==> src/logic/vdp_pkg.sv <==
// VDP package: bus widths, typedefs, port map, frame geometry and control FSM states
`default_nettype none

package vdp_pkg;

    // Widths that carry a meaning on the bus and in the datapath
    localparam int VRAM_ADDR_W = 12;

    typedef logic [7:0]             byte_t;
    typedef logic [VRAM_ADDR_W-1:0] vram_addr_t;
    typedef logic [3:0]             color_idx_t;
    typedef logic [2:0]             rgb3_t;
    typedef logic [7:0]             rgb8_t;
    typedef logic [6:0]             hpos_t;
    typedef logic [5:0]             vpos_t;

    // I/O map, the block answers on four ports from the base upward
    localparam byte_t      IO_BASE   = 8'h98;
    localparam logic [1:0] PORT_DATA = 2'd0;
    localparam logic [1:0] PORT_CTRL = 2'd1;
    localparam logic [1:0] PORT_PAL  = 2'd2;

    // Small frame, sized to keep simulation short
    localparam hpos_t H_ACTIVE     = 7'd32;
    localparam hpos_t H_TOTAL      = 7'd64;
    localparam hpos_t H_SYNC_START = 7'd40;
    localparam hpos_t H_SYNC_LEN   = 7'd6;
    localparam vpos_t V_ACTIVE     = 6'd24;
    localparam vpos_t V_TOTAL      = 6'd40;
    localparam vpos_t V_SYNC_START = 6'd28;
    localparam vpos_t V_SYNC_LEN   = 6'd2;

    // Two pixels per byte in the bitmap
    localparam vram_addr_t BYTES_PER_LINE = 12'd16;
    localparam int         PAL_ENTRIES    = 16;

    // Register numbers as carried in bits 4..0 of the second setup byte
    localparam logic [4:0] REG_MODE     = 5'd1;
    localparam logic [4:0] REG_BACKDROP = 5'd7;
    localparam logic [4:0] REG_PAL_IDX  = 5'd16;

    // Counter stage to RGB outputs
    localparam int PIPE_DELAY = 3;

    typedef enum logic {CTRL_IDLE, CTRL_SECOND} ctrl_state_t;

endpackage

`default_nettype wire
==> src/logic/vdp_scan_timing.sv <==
// VDP scan timing: position counters with sync, blank, active window and frame event
`timescale 1ns/1ns
`default_nettype none

module vdp_scan_timing (
    input  logic            cpu_bus,
    input  logic            rst_n,
    output vdp_pkg::hpos_t  hpos,
    output vdp_pkg::vpos_t  vpos,
    output logic            active,
    output logic            fetch,
    output logic            hs,
    output logic            vs,
    output logic            hblank,
    output logic            vblank,
    output logic            frame_start
);
    import vdp_pkg::*;

    // One pixel per clock, lines wrap at H_TOTAL and frames at V_TOTAL
    always_ff @(posedge cpu_bus or negedge rst_n) begin
        if (!rst_n) begin
            hpos <= '0;
            vpos <= '0;
        end else if (hpos == H_TOTAL - 1'b1) begin
            hpos <= '0;
            vpos <= (vpos == V_TOTAL - 1'b1) ? '0 : vpos + 1'b1;
        end else begin
            hpos <= hpos + 1'b1;
        end
    end

    // Everything below is decoded at the counter stage, the top level
    // delays it to line up with RGB
    assign hblank = (hpos >= H_ACTIVE);
    assign vblank = (vpos >= V_ACTIVE);
    assign active = !hblank && !vblank;

    // Each fetched byte covers an even pixel and the odd one after it
    assign fetch = active && !hpos[0];

    assign hs = (hpos >= H_SYNC_START) && (hpos < H_SYNC_START + H_SYNC_LEN);
    assign vs = (vpos >= V_SYNC_START) && (vpos < V_SYNC_START + V_SYNC_LEN);

    // First cycle of the first blank line
    assign frame_start = (hpos == '0) && (vpos == V_ACTIVE);

    a_hpos_range: assert property (@(posedge cpu_bus) disable iff (!rst_n)
        hpos < H_TOTAL);

endmodule

`default_nettype wire

==> config.mk <==
export PLATFORM = sky130hd
export DESIGN_NAME = vdp_scan_timing
export DESIGN_NICKNAME = d
export VERILOG_FILES = /design/src/logic/vdp_pkg.sv /design/src/logic/vdp_scan_timing.sv
export SDC_FILE = /design/constraint.sdc
export NUM_CORES = 1
export LEC_CHECK = 0
export ABC_CLOCK_PERIOD_IN_PS = 1600
export BUFFER_PORTS_ARGS = -buffer_cell sky130_fd_sc_hd__buf_4
export CORE_MARGIN = 2
export CORE_UTILIZATION = 47
export CTS_BUF_LIST = sky130_fd_sc_hd__clkbuf_16
export DETAILED_ROUTE_END_ITERATION = 12
export GPL_TIMING_DRIVEN = 0
export PLACE_DENSITY = 0.75
export SLEW_MARGIN = 20
export SYNTH_ARGS = -nofsm -noshare
export SYNTH_HDL_FRONTEND = slang
export SYNTH_SLANG_ARGS = --single-unit
==> constraint.sdc <==
create_clock -name cpu_bus -period 1.6 [get_ports cpu_bus]
set_input_delay 0.08 -clock cpu_bus [delete_from_list [all_inputs] [get_ports cpu_bus]]
set_output_delay 0.08 -clock cpu_bus [all_outputs]
set_load 0.005 [all_outputs]
==> results of run 1 <==
## cells in the final DEF (no fill, tap or decap)
cell type,instances
sky130_fd_sc_hd__dfrtp_2,1
sky130_fd_sc_hd__nand4bb_1,1
sky130_fd_sc_hd__nand3_2,1
sky130_fd_sc_hd__a21oi_1,2
sky130_fd_sc_hd__nand3_1,3
sky130_fd_sc_hd__nor3_4,1
sky130_fd_sc_hd__nand2_1,4
sky130_fd_sc_hd__xnor2_1,4
sky130_fd_sc_hd__dlygate4sd3_1,1
sky130_fd_sc_hd__o21ai_0,2
sky130_fd_sc_hd__nor3_1,2
sky130_fd_sc_hd__nand4b_1,1
sky130_fd_sc_hd__ha_1,4
sky130_fd_sc_hd__nand2b_1,1
sky130_fd_sc_hd__clkbuf_16,3
sky130_fd_sc_hd__clkbuf_4,1
sky130_fd_sc_hd__o211a_1,1
sky130_fd_sc_hd__nand4_1,3
sky130_fd_sc_hd__mux2_1,1
sky130_fd_sc_hd__inv_1,5
sky130_fd_sc_hd__o211ai_1,1
sky130_fd_sc_hd__nor4b_1,1
sky130_fd_sc_hd__nor4_2,1
sky130_fd_sc_hd__nor2_1,10
sky130_fd_sc_hd__or2_4,1
sky130_fd_sc_hd__dfrtp_1,12
sky130_fd_sc_hd__xor2_1,2
sky130_fd_sc_hd__clkbuf_1,1
sky130_fd_sc_hd__buf_4,23
sky130_fd_sc_hd__o21a_1,1
sky130_fd_sc_hd__nor2b_1,1
## timing repair
item                       4_1_cts  5_1_grt
setup endpoints to repair        1        5
cloned                           0        0
hold endpoints to repair        13        0
resized for setup                2        3
pin swaps                        2        1
buffers inserted                 2        0
hold buffers                     1        0
## worst max-delay path, delay by kind of cell, from the launching register on
kind / cells / cell delay, ps
and+or+nand+nor: 3 / 450
DFF: 1 / 410
muxes: 1 / 330
adders and majority gates: 1 / 230
## power by group
part	internal [mW]	switching (mW)	leakage [nW]
clock	0.329	0.137	0.0423
sequential	0.330	0	0.167
combinational	0.00327	0.00658	0.270
total	0.663	0.144	0.479
## stage by stage
step                area [um^2]  instances  TNS, ps  utilization, %
detailed placement          855        104        0            64.9
CTS                         967        111        0            73.4
global placement            855        104        0            64.9
global route                977        111    -15.2            74.2
finish                      977        111        0            74.2
floorplan                   678         68        0               -
## final timing paths
kind / startpoint / endpoint / cells after the start
max: hpos[1] / vpos[3] / 5
max in group asynchronous: rst_n / hpos[0] / 2
min in group cpu_bus: hpos[0] / hpos[0] / 1
min reg2reg: hpos[0] / hpos[0] / 1
min: rst_n / vpos[3] / 2
max reg2reg: hpos[1] / vpos[3] / 5
## routing by layer
layer / part of all wire [%] / vias to the layer above / track usage [%]
li1: - / 292 / -
met1: 44 / 290 / 22.5
met2: 49 / 19 / 32.8
met3: 5.4 / 4 / 3.88
met4: 1.9 / 0 / 12.9
met5: 0 / - / 0
## cell families (layout without fill, tap and decap cells)
kind of cell    Yosys count  count (layout)
fa+ha+maj                 4               4
simple gates             31              31
buf+inv                   6              34
compound gates            7               7
mux                       1               1
xor+xnor                  6               6
flops                    13              13
## layout make-up
class | instances | share of cell area (%)
Buffer | 2 | 1.15
Clock inverter | 1 | 0.384
Sequential cell | 13 | 33.4
Timing Repair Buffer | 24 | 18.7
Inverter | 4 | 1.54
Clock buffer | 3 | 7.68
Tap cell | 15 | 1.92
Multi-Input combinational cell | 49 | 35.2
## state kept, by name (all words and copies together), names as in the netlist
register / cells
hpos: 7
vpos: 6
==> reports/summary.log, run 1 <==
qor: timing.worst_slew_pin_slew 289 ps
qor: pwr.p_total 0.807 mW
qor: flow_run.cap_viol_max_count 0
qor: global_route.groute.usage.overall 19.6%
qor: timing.finish_stage_setup_viols 0
qor: synth.synth.lib_cells_used.distinct 27
qor: timing.finalHoldViolCount 0
qor: synth.synth_top_cell_area_share 48.0%
qor: floorplanning.design.die.area 0.00176 mm^2
qor: setup_path.cp.arrival 1670 ps
qor: timing.post-route-period-util 97.0%
qor: global_route.antenna_found_initial 0
qor: placement.gp_congestion 0.839
qor: route.drt-initial-drc-count 10
qor: timing.skew 0.860 ps
qor: floorplanning.die_width 42.0 um
qor: setup_path.crit_path_max_fanout 5
qor: synth.synth_compound_gate_area_share 6.64%
qor: synth.synth-xor-area-share 7.75%
qor: route.drc_violations_left 0
qor: cells_and_area.finish.net_count 103
qor: synth.synth.area.top_cells sky130_fd_sc_hd__dfrtp_1, sky130_fd_sc_hd__ha_1, sky130_fd_sc_hd__nor2_1
qor: synth.synth-adder-area-share 7.38%
qor: clock_network.tritoncts done
qor: placement.post-dp-hpwl 1.04 mm
qor: route.routed_via_count 605
qor: synth.ys_seq_elements 13
qor: cells_and_area.regArea 327 um^2
qor: floorplanning.die_height 42.0 um
qor: run_status.outcome completed
qor: setup_path.reg2reg_slack 50 ps
qor: synth.synth-simple-area-share 25.1%
qor: route.vias_per_cell 5.45
qor: synth.synthTopCellsByCount sky130_fd_sc_hd__dfrtp_1, sky130_fd_sc_hd__nor2_1
qor: setup_path.cp_data_required_time 1720 ps
qor: synth.yosys_most_used_dff sky130_fd_sc_hd__dfrtp_1
qor: floorplanning.floorplan.rows 13
qor: cells_and_area.n_antenna_cell 0
qor: clock_network.cts_made_buffers 3
qor: synth.synth_top_family_by_area simple AND/OR/NAND/NOR gates
qor: synth.muxShareOfSynthArea 1.66%
qor: clock_network.cts_root_buf sky130_fd_sc_hd__clkbuf_16
qor: global_route.global_route_wire_length_before_repair 2.59 mm
qor: cells_and_area.layout-drive-gt1-share 33.3%
qor: clock_network.clk-insertion-delay-late 240 ps
qor: synth.yosys_warnings 0
qor: synth.synth.net_count 74
qor: timing.min_period 1550 ps
qor: setup_path.crit_path_max_incr_delay 410 ps
qor: synth.synth_top_area_cell sky130_fd_sc_hd__dfrtp_1
qor: synth.post_synth_inst_count 68
qor: pwr.leakage 0.479 nW
qor: clock_network.h-tree-depth 1
qor: timing.maximum_clock_frequency 644 MHz
qor: synth.post-synth-top-count-cell sky130_fd_sc_hd__dfrtp_1
qor: route.routed_wire_length_per_instance 14.0 um
qor: timing.final.setup.worst_slack 48.1 ps
qor: min_path.min_path_type in -> async
qor: timing.final.hold.worst_slack 223 ps
qor: pwr.powerDensity 825 mW/mm^2
qor: setup_path.critical-path-slowest-cell sky130_fd_sc_hd__dfrtp_1
qor: pwr.max-vdd-ir-drop 0.632 mV
qor: clock_network.clk_pin_slew 40 ps
qor: floorplanning.ioPinCount 22
qor: setup_path.setup.worst_path.class reg -> reg
qor: placement.buffer_ports.inserted 21
qor: cells_and_area.fillerInstances 93
qor: placement.place_worst_setup_slack 39.1 ps
qor: clock_network.clock_sinks 13
qor: synth.synth_async_sr_flop_share 100%
qor: clock_network.max_root_sink_buffers 2
qor: route.drt_first_pass_iters 5
qor: cells_and_area.layout-area-overhead-vs-synth 44.1%
qor: route.ant_nets 0
qor: global_route.grt_start_max_net_pins 14
qor: global_route.overflow_after_grt 0
qor: timing.timing_max_transition_violations_final 0
qor: route.drt_wl_total 1.55 mm
qor: timing.slew_headroom 80.5%
qor: global_route.vias_in_the_first_global_route 605
qor: cells_and_area.multi_input_area 344 um^2
qor: synth.seq_area_frac_synth 48.0%
qor: floorplanning.floorplan.initialDensity 51.5%
qor: setup_path.critPathCaptureType flop
qor: floorplanning.fp.coreArea 0.00132 mm^2
qor: setup_path.worstPathCellList ha_1, nand2_1, nor3_4, nand4_1, mux2_1
qor: synth.syn-cell-area 678 um^2
qor: synth.syn_avg_cell_area 9.97 um^2
qor: synth.synth-edff-count 0
qor: setup_path.worstSetupStartpointType flop
Note: power is estimated with default switching activity, not from simulation.
==> run 2, diff against run 1 <==
--- a/config.mk
+++ b/config.mk
@@ -7,7 +7,6 @@
 export LEC_CHECK = 0
 export ABC_CLOCK_PERIOD_IN_PS = 1600
 export BUFFER_PORTS_ARGS = -buffer_cell sky130_fd_sc_hd__buf_4
-export CORE_MARGIN = 2
 export CORE_UTILIZATION = 47
 export CTS_BUF_LIST = sky130_fd_sc_hd__clkbuf_16
 export DETAILED_ROUTE_END_ITERATION = 12
==> reports/summary.log, run 2 (same netlist as run 1, synthesis figures left out) <==
qor: run_status.outcome completed
qor: global_route.vias_in_the_first_global_route 526
qor: cells_and_area.largest_register_ffs 7
qor: route.routedLengthMet1 809 um
qor: route.drt_wl_total 1.59 mm
qor: placement.post-dp-hpwl 1.03 mm
qor: placement.gp_congestion 0.864
qor: clock_network.tritoncts done
qor: setup_path.reg2reg_slack 80 ps
qor: timing.final.hold.worst_slack 223 ps
qor: pwr.p_total 0.803 mW
qor: pwr.powerDensity 811 mW/mm^2
qor: setup_path.setup.worst_path.class reg -> out
qor: cells_and_area.layout-area-overhead-vs-synth 46.1%
qor: global_route.antenna_found_initial 0
qor: cells_and_area.finish.net_count 104
qor: pwr.leakage 0.482 nW
qor: setup_path.worstReg2RegStart hpos[0]
qor: timing.slew_headroom 81.9%
qor: route.drt_first_pass_iters 4
qor: placement.buffer_ports.inserted 21
qor: setup_path.worst_path_dominant_cell_family simple AND/OR/NAND/NOR gates
qor: route.drc_violations_left 0
qor: route.vias_per_cell 5.40
qor: cells_and_area.fillerInstances 90
qor: clock_network.clk-insertion-delay-late 240 ps
qor: flow_run.cap_viol_max_count 0
qor: cells_and_area.layout.cells.most_common sky130_fd_sc_hd__buf_4
qor: cells_and_area.registers_with_the_most_flip_flops hpos (7), vpos (6)
qor: route.highest-signal-layer met4
qor: setup_path.critPathCaptureType primary output
qor: floorplanning.floorplan.initialDensity 51.5%
qor: floorplanning.floorplan.rows 13
qor: cells_and_area.regArea 328 um^2
qor: global_route.overflow_after_grt 0
qor: route.routed_via_count 605
qor: cells_and_area.n_antenna_cell 0
qor: cells_and_area.postLayoutCellArea 991 um^2
qor: cells_and_area.regMostFlops hpos
qor: timing.maximum_clock_frequency 654 MHz
qor: min_path.min_path_type in -> async
qor: floorplanning.design.die.area 0.00160 mm^2
qor: cells_and_area.final_core_util 75.2%
qor: global_route.groute.usage.overall 24.4%
qor: setup_path.cp.arrival 1450 ps
qor: timing.timing_max_transition_violations_final 0
qor: timing.finish_stage_setup_viols 0
qor: floorplanning.ioPinCount 22
qor: setup_path.worst_r2r_endpoint vpos[3]
qor: global_route.global_route_wire_length_before_repair 2.50 mm
qor: setup_path.crit_path_max_incr_delay 380 ps
qor: setup_path.crit_path_max_fanout 3
qor: clock_network.clk_pin_slew 40 ps
qor: floorplanning.fp.coreArea 0.00132 mm^2
qor: pwr.max-vdd-ir-drop 0.668 mV
qor: cells_and_area.multi_input_area 349 um^2
qor: setup_path.worstSetupStartpointType flop
qor: route.wl_met3 80 um
qor: timing.worst_slew_pin_slew 268 ps
qor: cells_and_area.mostFrequentLayoutCells sky130_fd_sc_hd__buf_4, sky130_fd_sc_hd__dfrtp_1, sky130_fd_sc_hd__nor2_1
qor: setup_path.cp.buffers_inverters 1
qor: route.ant_nets 0
qor: route.route.met2.wl 685 um
qor: setup_path.crit_cells 5
qor: placement.dpl_cell_area 855 um^2
qor: clock_network.h-tree-depth 1
qor: clock_network.clock_sinks 13
qor: setup_path.worst-r2r-cell-count 5
qor: setup_path.critical-path-slowest-cell sky130_fd_sc_hd__dfrtp_1
qor: cells_and_area.layout-drive-gt1-share 37.1%
qor: setup_path.cp_data_required_time 1520 ps
qor: floorplanning.die_width 40.0 um
qor: setup_path.worstPathCellList or2_4, nor2_2, nand4_1, nor4_2, buf_4
qor: route.drt-initial-drc-count 7
qor: timing.grt_setup_unrepaired yes
qor: floorplanning.die_height 40.0 um
qor: timing.finalHoldViolCount 0
qor: timing.skew 2.10 ps
qor: clock_network.max_root_sink_buffers 2
qor: clock_network.cts_made_buffers 3
qor: route.routed_wire_length_per_instance 14.2 um
qor: timing.min_period 1530 ps
qor: global_route.grt_start_max_net_pins 14
qor: timing.post-route-period-util 95.6%
qor: clock_network.cts_root_buf sky130_fd_sc_hd__clkbuf_16
==> run 2: cell types whose count changed in the layout (fill, tap and decap cells not counted), sizes merged <==
cell	previous run	this run
buf	23	24
==> run 2: power breakdown <==
part,internal [mW],switching (mW)
clock,0.329,0.134
combinational,0.00326,0.00673
sequential,0.330,0
total,0.662,0.141
==> run 2: final cells by class <==
| class | instances | area share, % |
|---|---|---|
| clock inverter | 1 | 0.379 |
| clock buffer | 3 | 7.58 |
| multi-input combinational | 49 | 35.2 |
| sequential | 13 | 33.1 |
| buffer | 2 | 1.14 |
| tap | 15 | 1.89 |
| timing repair buffer | 25 | 19.2 |
| inverter | 4 | 1.52 |
==> run 2: worst max path at each step <==
stage                   to    start  slack (ps)
2_1_floorplan      vpos[3]  hpos[0]         170
3_3_place_gp       vpos[3]  hpos[0]          50
3_5_place_dp       vpos[3]  hpos[0]          -8
4_1_cts        frame_start  hpos[5]          10
5_1_grt        frame_start  hpos[6]         -20
6_report       frame_start  hpos[6]          70
==> run 2: stage by stage <==
step / TNS (ps) / instances / setup WS (ps)
6_report: 0 / 112 / 70.8
4_1_cts: 0 / 111 / 9.83
5_1_grt: -24.3 / 112 / -24.3
2_1_floorplan: 0 / 68 / 175
3_5_place_dp: -14.1 / 104 / -8.34
3_3_place_gp: 0 / 104 / 52.2
==> run 2: routing by layer <==
metal,up-vias,track usage [%]
met5,-,0
met4,0,10.3
met3,2,6.67
met2,18,33.5
met1,284,35.5
li1,301,-
==> run 2: repair_timing <==
action / in CTS / in global routing
buffers inserted: 2 / 1
endpoints found under the setup margin: 3 / 5
hold buffers: 1 / 0
endpoints found under the hold margin: 13 / 0
gates resized for setup: 3 / 5
pin swaps: 2 / 2
==> run 3, diff against run 2 <==
--- a/config.mk
+++ b/config.mk
@@ -5,13 +5,15 @@
 export SDC_FILE = /design/constraint.sdc
 export NUM_CORES = 1
 export LEC_CHECK = 0
+export ABC_AREA = 1
 export ABC_CLOCK_PERIOD_IN_PS = 1600
 export BUFFER_PORTS_ARGS = -buffer_cell sky130_fd_sc_hd__buf_4
-export CORE_UTILIZATION = 47
+export CORE_ASPECT_RATIO = 1.2
+export CORE_UTILIZATION = 49
 export CTS_BUF_LIST = sky130_fd_sc_hd__clkbuf_16
 export DETAILED_ROUTE_END_ITERATION = 12
 export GPL_TIMING_DRIVEN = 0
-export PLACE_DENSITY = 0.75
+export PLACE_DENSITY = 0.76
 export SLEW_MARGIN = 20
 export SYNTH_ARGS = -nofsm -noshare
 export SYNTH_HDL_FRONTEND = slang
==> reports/summary.log, run 3 <==
qor: cells_and_area.n_antenna_cell 0
qor: cells_and_area.regMostFlops hpos
qor: clock_network.max_root_sink_buffers 2
qor: floorplanning.ioPinCount 22
qor: clock_network.tritoncts done
qor: placement.gp_congestion 0.737
qor: cells_and_area.largest_register_ffs 7
qor: setup_path.crit_path_max_fanout 5
qor: synth.synth-edff-count 0
qor: global_route.grt_start_max_net_pins 14
qor: setup_path.cp.arrival 1380 ps
qor: global_route.global_route_wire_length_before_repair 2.64 mm
qor: placement.buffer_ports.inserted 21
qor: global_route.groute.layer.met2.usage 39.3%
qor: clock_network.clk-insertion-delay-late 240 ps
qor: global_route.grt_met1_use 23.0%
qor: floorplanning.die_height 45.2 um
qor: route.routed_via_count 710
qor: cells_and_area.layout-area-overhead-vs-synth 35.9%
qor: global_route.antenna_found_initial 0
qor: cells_and_area.layout-drive-gt1-share 28.8%
qor: setup_path.crit_path_max_incr_delay 420 ps
qor: floorplanning.design.die.area 0.00172 mm^2
qor: floorplanning.floorplan.initialDensity 52.8%
qor: timing.maximum_clock_frequency 683 MHz
qor: setup_path.worstPathCellList inv_1, ha_1, nand2_1, nor4_2, buf_4
qor: setup_path.setup.worst_path.class reg -> out
qor: synth.synth_top_area_cell sky130_fd_sc_hd__dfrtp_1
qor: timing.timing_max_transition_violations_final 0
qor: route.routed_wire_length_per_instance 12.0 um
qor: timing.min_period 1460 ps
qor: cells_and_area.mostFrequentLayoutCells sky130_fd_sc_hd__buf_4, sky130_fd_sc_hd__nand2_1, sky130_fd_sc_hd__inv_1
qor: cells_and_area.regArea 325 um^2
qor: synth.synth.area.top_cells sky130_fd_sc_hd__dfrtp_1, sky130_fd_sc_hd__nand2_1, sky130_fd_sc_hd__inv_1
qor: synth.synth.lib_cells_used.distinct 21
qor: timing.finish_stage_setup_viols 0
qor: setup_path.critical-path-slowest-cell sky130_fd_sc_hd__dfrtp_1
qor: setup_path.worstSetupStartpointType flop
qor: synth.synth_top_cell_area_share 42.6%
qor: placement.post-dp-hpwl 1.20 mm
qor: timing.post-route-period-util 91.5%
qor: synth.yosys_most_used_dff sky130_fd_sc_hd__dfrtp_1
qor: global_route.groute.usage.overall 22.6%
qor: pwr.leakage 0.523 nW
qor: setup_path.critPathCaptureType primary output
qor: floorplanning.floorplan.rows 15
qor: synth.synthTopCellsByCount sky130_fd_sc_hd__nand2_1, sky130_fd_sc_hd__inv_1, sky130_fd_sc_hd__dfrtp_1
qor: timing.grt_setup_unrepaired no
qor: pwr.max-vdd-ir-drop 0.747 mV
qor: clock_network.h-tree-depth 1
qor: min_path.min_path_type in -> async
qor: global_route.vias_in_the_first_global_route 641
qor: clock_network.clock_sinks 13
qor: synth.synth.net_count 98
qor: synth.post-synth-top-count-cell sky130_fd_sc_hd__nand2_1
qor: route.drt_wl_total 1.62 mm
qor: route.drt_first_pass_iters 4
qor: timing.final.hold.worst_slack 239 ps
qor: timing.skew 2.52 ps
qor: cells_and_area.finish.net_count 125
qor: cells_and_area.registers_with_the_most_flip_flops hpos (7), vpos (6)
qor: setup_path.cp_data_required_time 1520 ps
qor: synth.yosys_warnings 0
qor: synth.post_synth_inst_count 92
qor: timing.slew_headroom 81.0%
qor: route.drc_violations_left 0
qor: flow_run.cap_viol_max_count 0
qor: global_route.overflow_after_grt 0
qor: synth.seq_area_frac_synth 42.6%
qor: route.ant_nets 0
qor: synth.syn_avg_cell_area 8.30 um^2
qor: clock_network.cts_made_buffers 3
qor: global_route.grtUsageMet3 6.90%
qor: floorplanning.die_width 38.0 um
qor: cells_and_area.fillerInstances 122
qor: floorplanning.fp.coreArea 0.00145 mm^2
qor: run_status.outcome completed
qor: timing.finalHoldViolCount 0
qor: cells_and_area.layout.cells.most_common sky130_fd_sc_hd__buf_4
qor: clock_network.cts_root_buf sky130_fd_sc_hd__clkbuf_16
qor: pwr.powerDensity 773 mW/mm^2
qor: synth.synth_async_sr_flop_share 100%
qor: cells_and_area.multi_input_area 368 um^2
qor: global_route.grt-busiest-layer met2
qor: route.drt-initial-drc-count 11
qor: synth.ys_seq_elements 13
qor: route.vias_per_cell 5.26
qor: synth.syn-cell-area 763 um^2
qor: clock_network.clk_pin_slew 40 ps
qor: timing.setup_total_negative_slack 0 ps
qor: timing.worst_slew_pin_slew 283 ps
[run 3: changes by cell type after synthesis, moves of 2 or more]
cell	delta
sky130_fd_sc_hd__xnor2_1	-4
sky130_fd_sc_hd__xor2_1	+2
sky130_fd_sc_hd__inv_1	+12
sky130_fd_sc_hd__nand3_2	+2
sky130_fd_sc_hd__nor4_1	+2
sky130_fd_sc_hd__nand2_1	+14
[run 3: final cells by class]
class | instances | share of cell area, %
Tap cell | 17 | 2.05
Clock inverter | 1 | 0.362
Timing Repair Buffer | 22 | 16.2
Buffer | 2 | 1.57
Clock buffer | 3 | 7.24
Sequential cell | 13 | 31.4
Multi-Input combinational cell | 61 | 35.5
Inverter | 16 | 5.79
[run 3: critical path, delay by kind of cell, from the launching register on]
family | cells | cell delay, ps
flops | 1 | 420
buf+inv | 2 | 280
fa+ha+maj | 1 | 150
simple gates | 2 | 300
[run 3: logic make-up after synthesis]
kind of cell | count (synthesis) | synth area share (%)
buffers and inverters | 18 | 10.0
AOI/OAI and AO/OA | 5 | 3.77
DFF | 13 | 42.6
and+or+nand+nor | 48 | 32.5
adders and majority gates | 4 | 6.56
xor gates and xnor gates | 4 | 4.59
[run 3: worst paths after layout]
path	cells past startpoint	endpoint	startpoint	slack, ps
max in group asynchronous	2	vpos[0]	rst_n	1200
worst min register to register	1	hpos[0]	hpos[0]	520
min in group cpu_bus	1	hpos[0]	hpos[0]	520
worst max register to register	7	vpos[5]	hpos[0]	200
worst min-delay path	2	hpos[2]	rst_n	240
worst max-delay path	5	frame_start	hpos[0]	140
[run 3: routing by layer]
metal  routed length [um]  part of all wire, %
met4                   34                  2.1
met5                    0                    0
met1                  639                   39
met3                   89                  5.5
met2                  860                   53
[run 3: power breakdown]
group | internal (mW) | switching, mW
logic | 0.00328 | 0.00667
registers | 0.330 | 0
clock network | 0.329 | 0.133
total | 0.662 | 0.139
[run 3: stage by stage]
step                      instance area [um^2]  cells  util (%)  power [mW]  worst slack [ps]
final                                     1040    135      71.8       0.802               135
after CTS                                 1030    135      71.3       0.807              71.9
after detailed placement                   942    130      65.2       0.343               198
after global placement                     942    130      65.2       0.343               213
after global routing                      1040    135      71.8       0.826              48.5
after floorplan                            763     92         -       0.335               318
[run 3: timing repair]
action | CTS | global route
hold buffers | 1 | 0
endpoints found under the setup margin | 0 | 1
setup buffers | 0 | 0
gates resized for setup | 0 | 1
endpoints found under the hold margin | 13 | 0
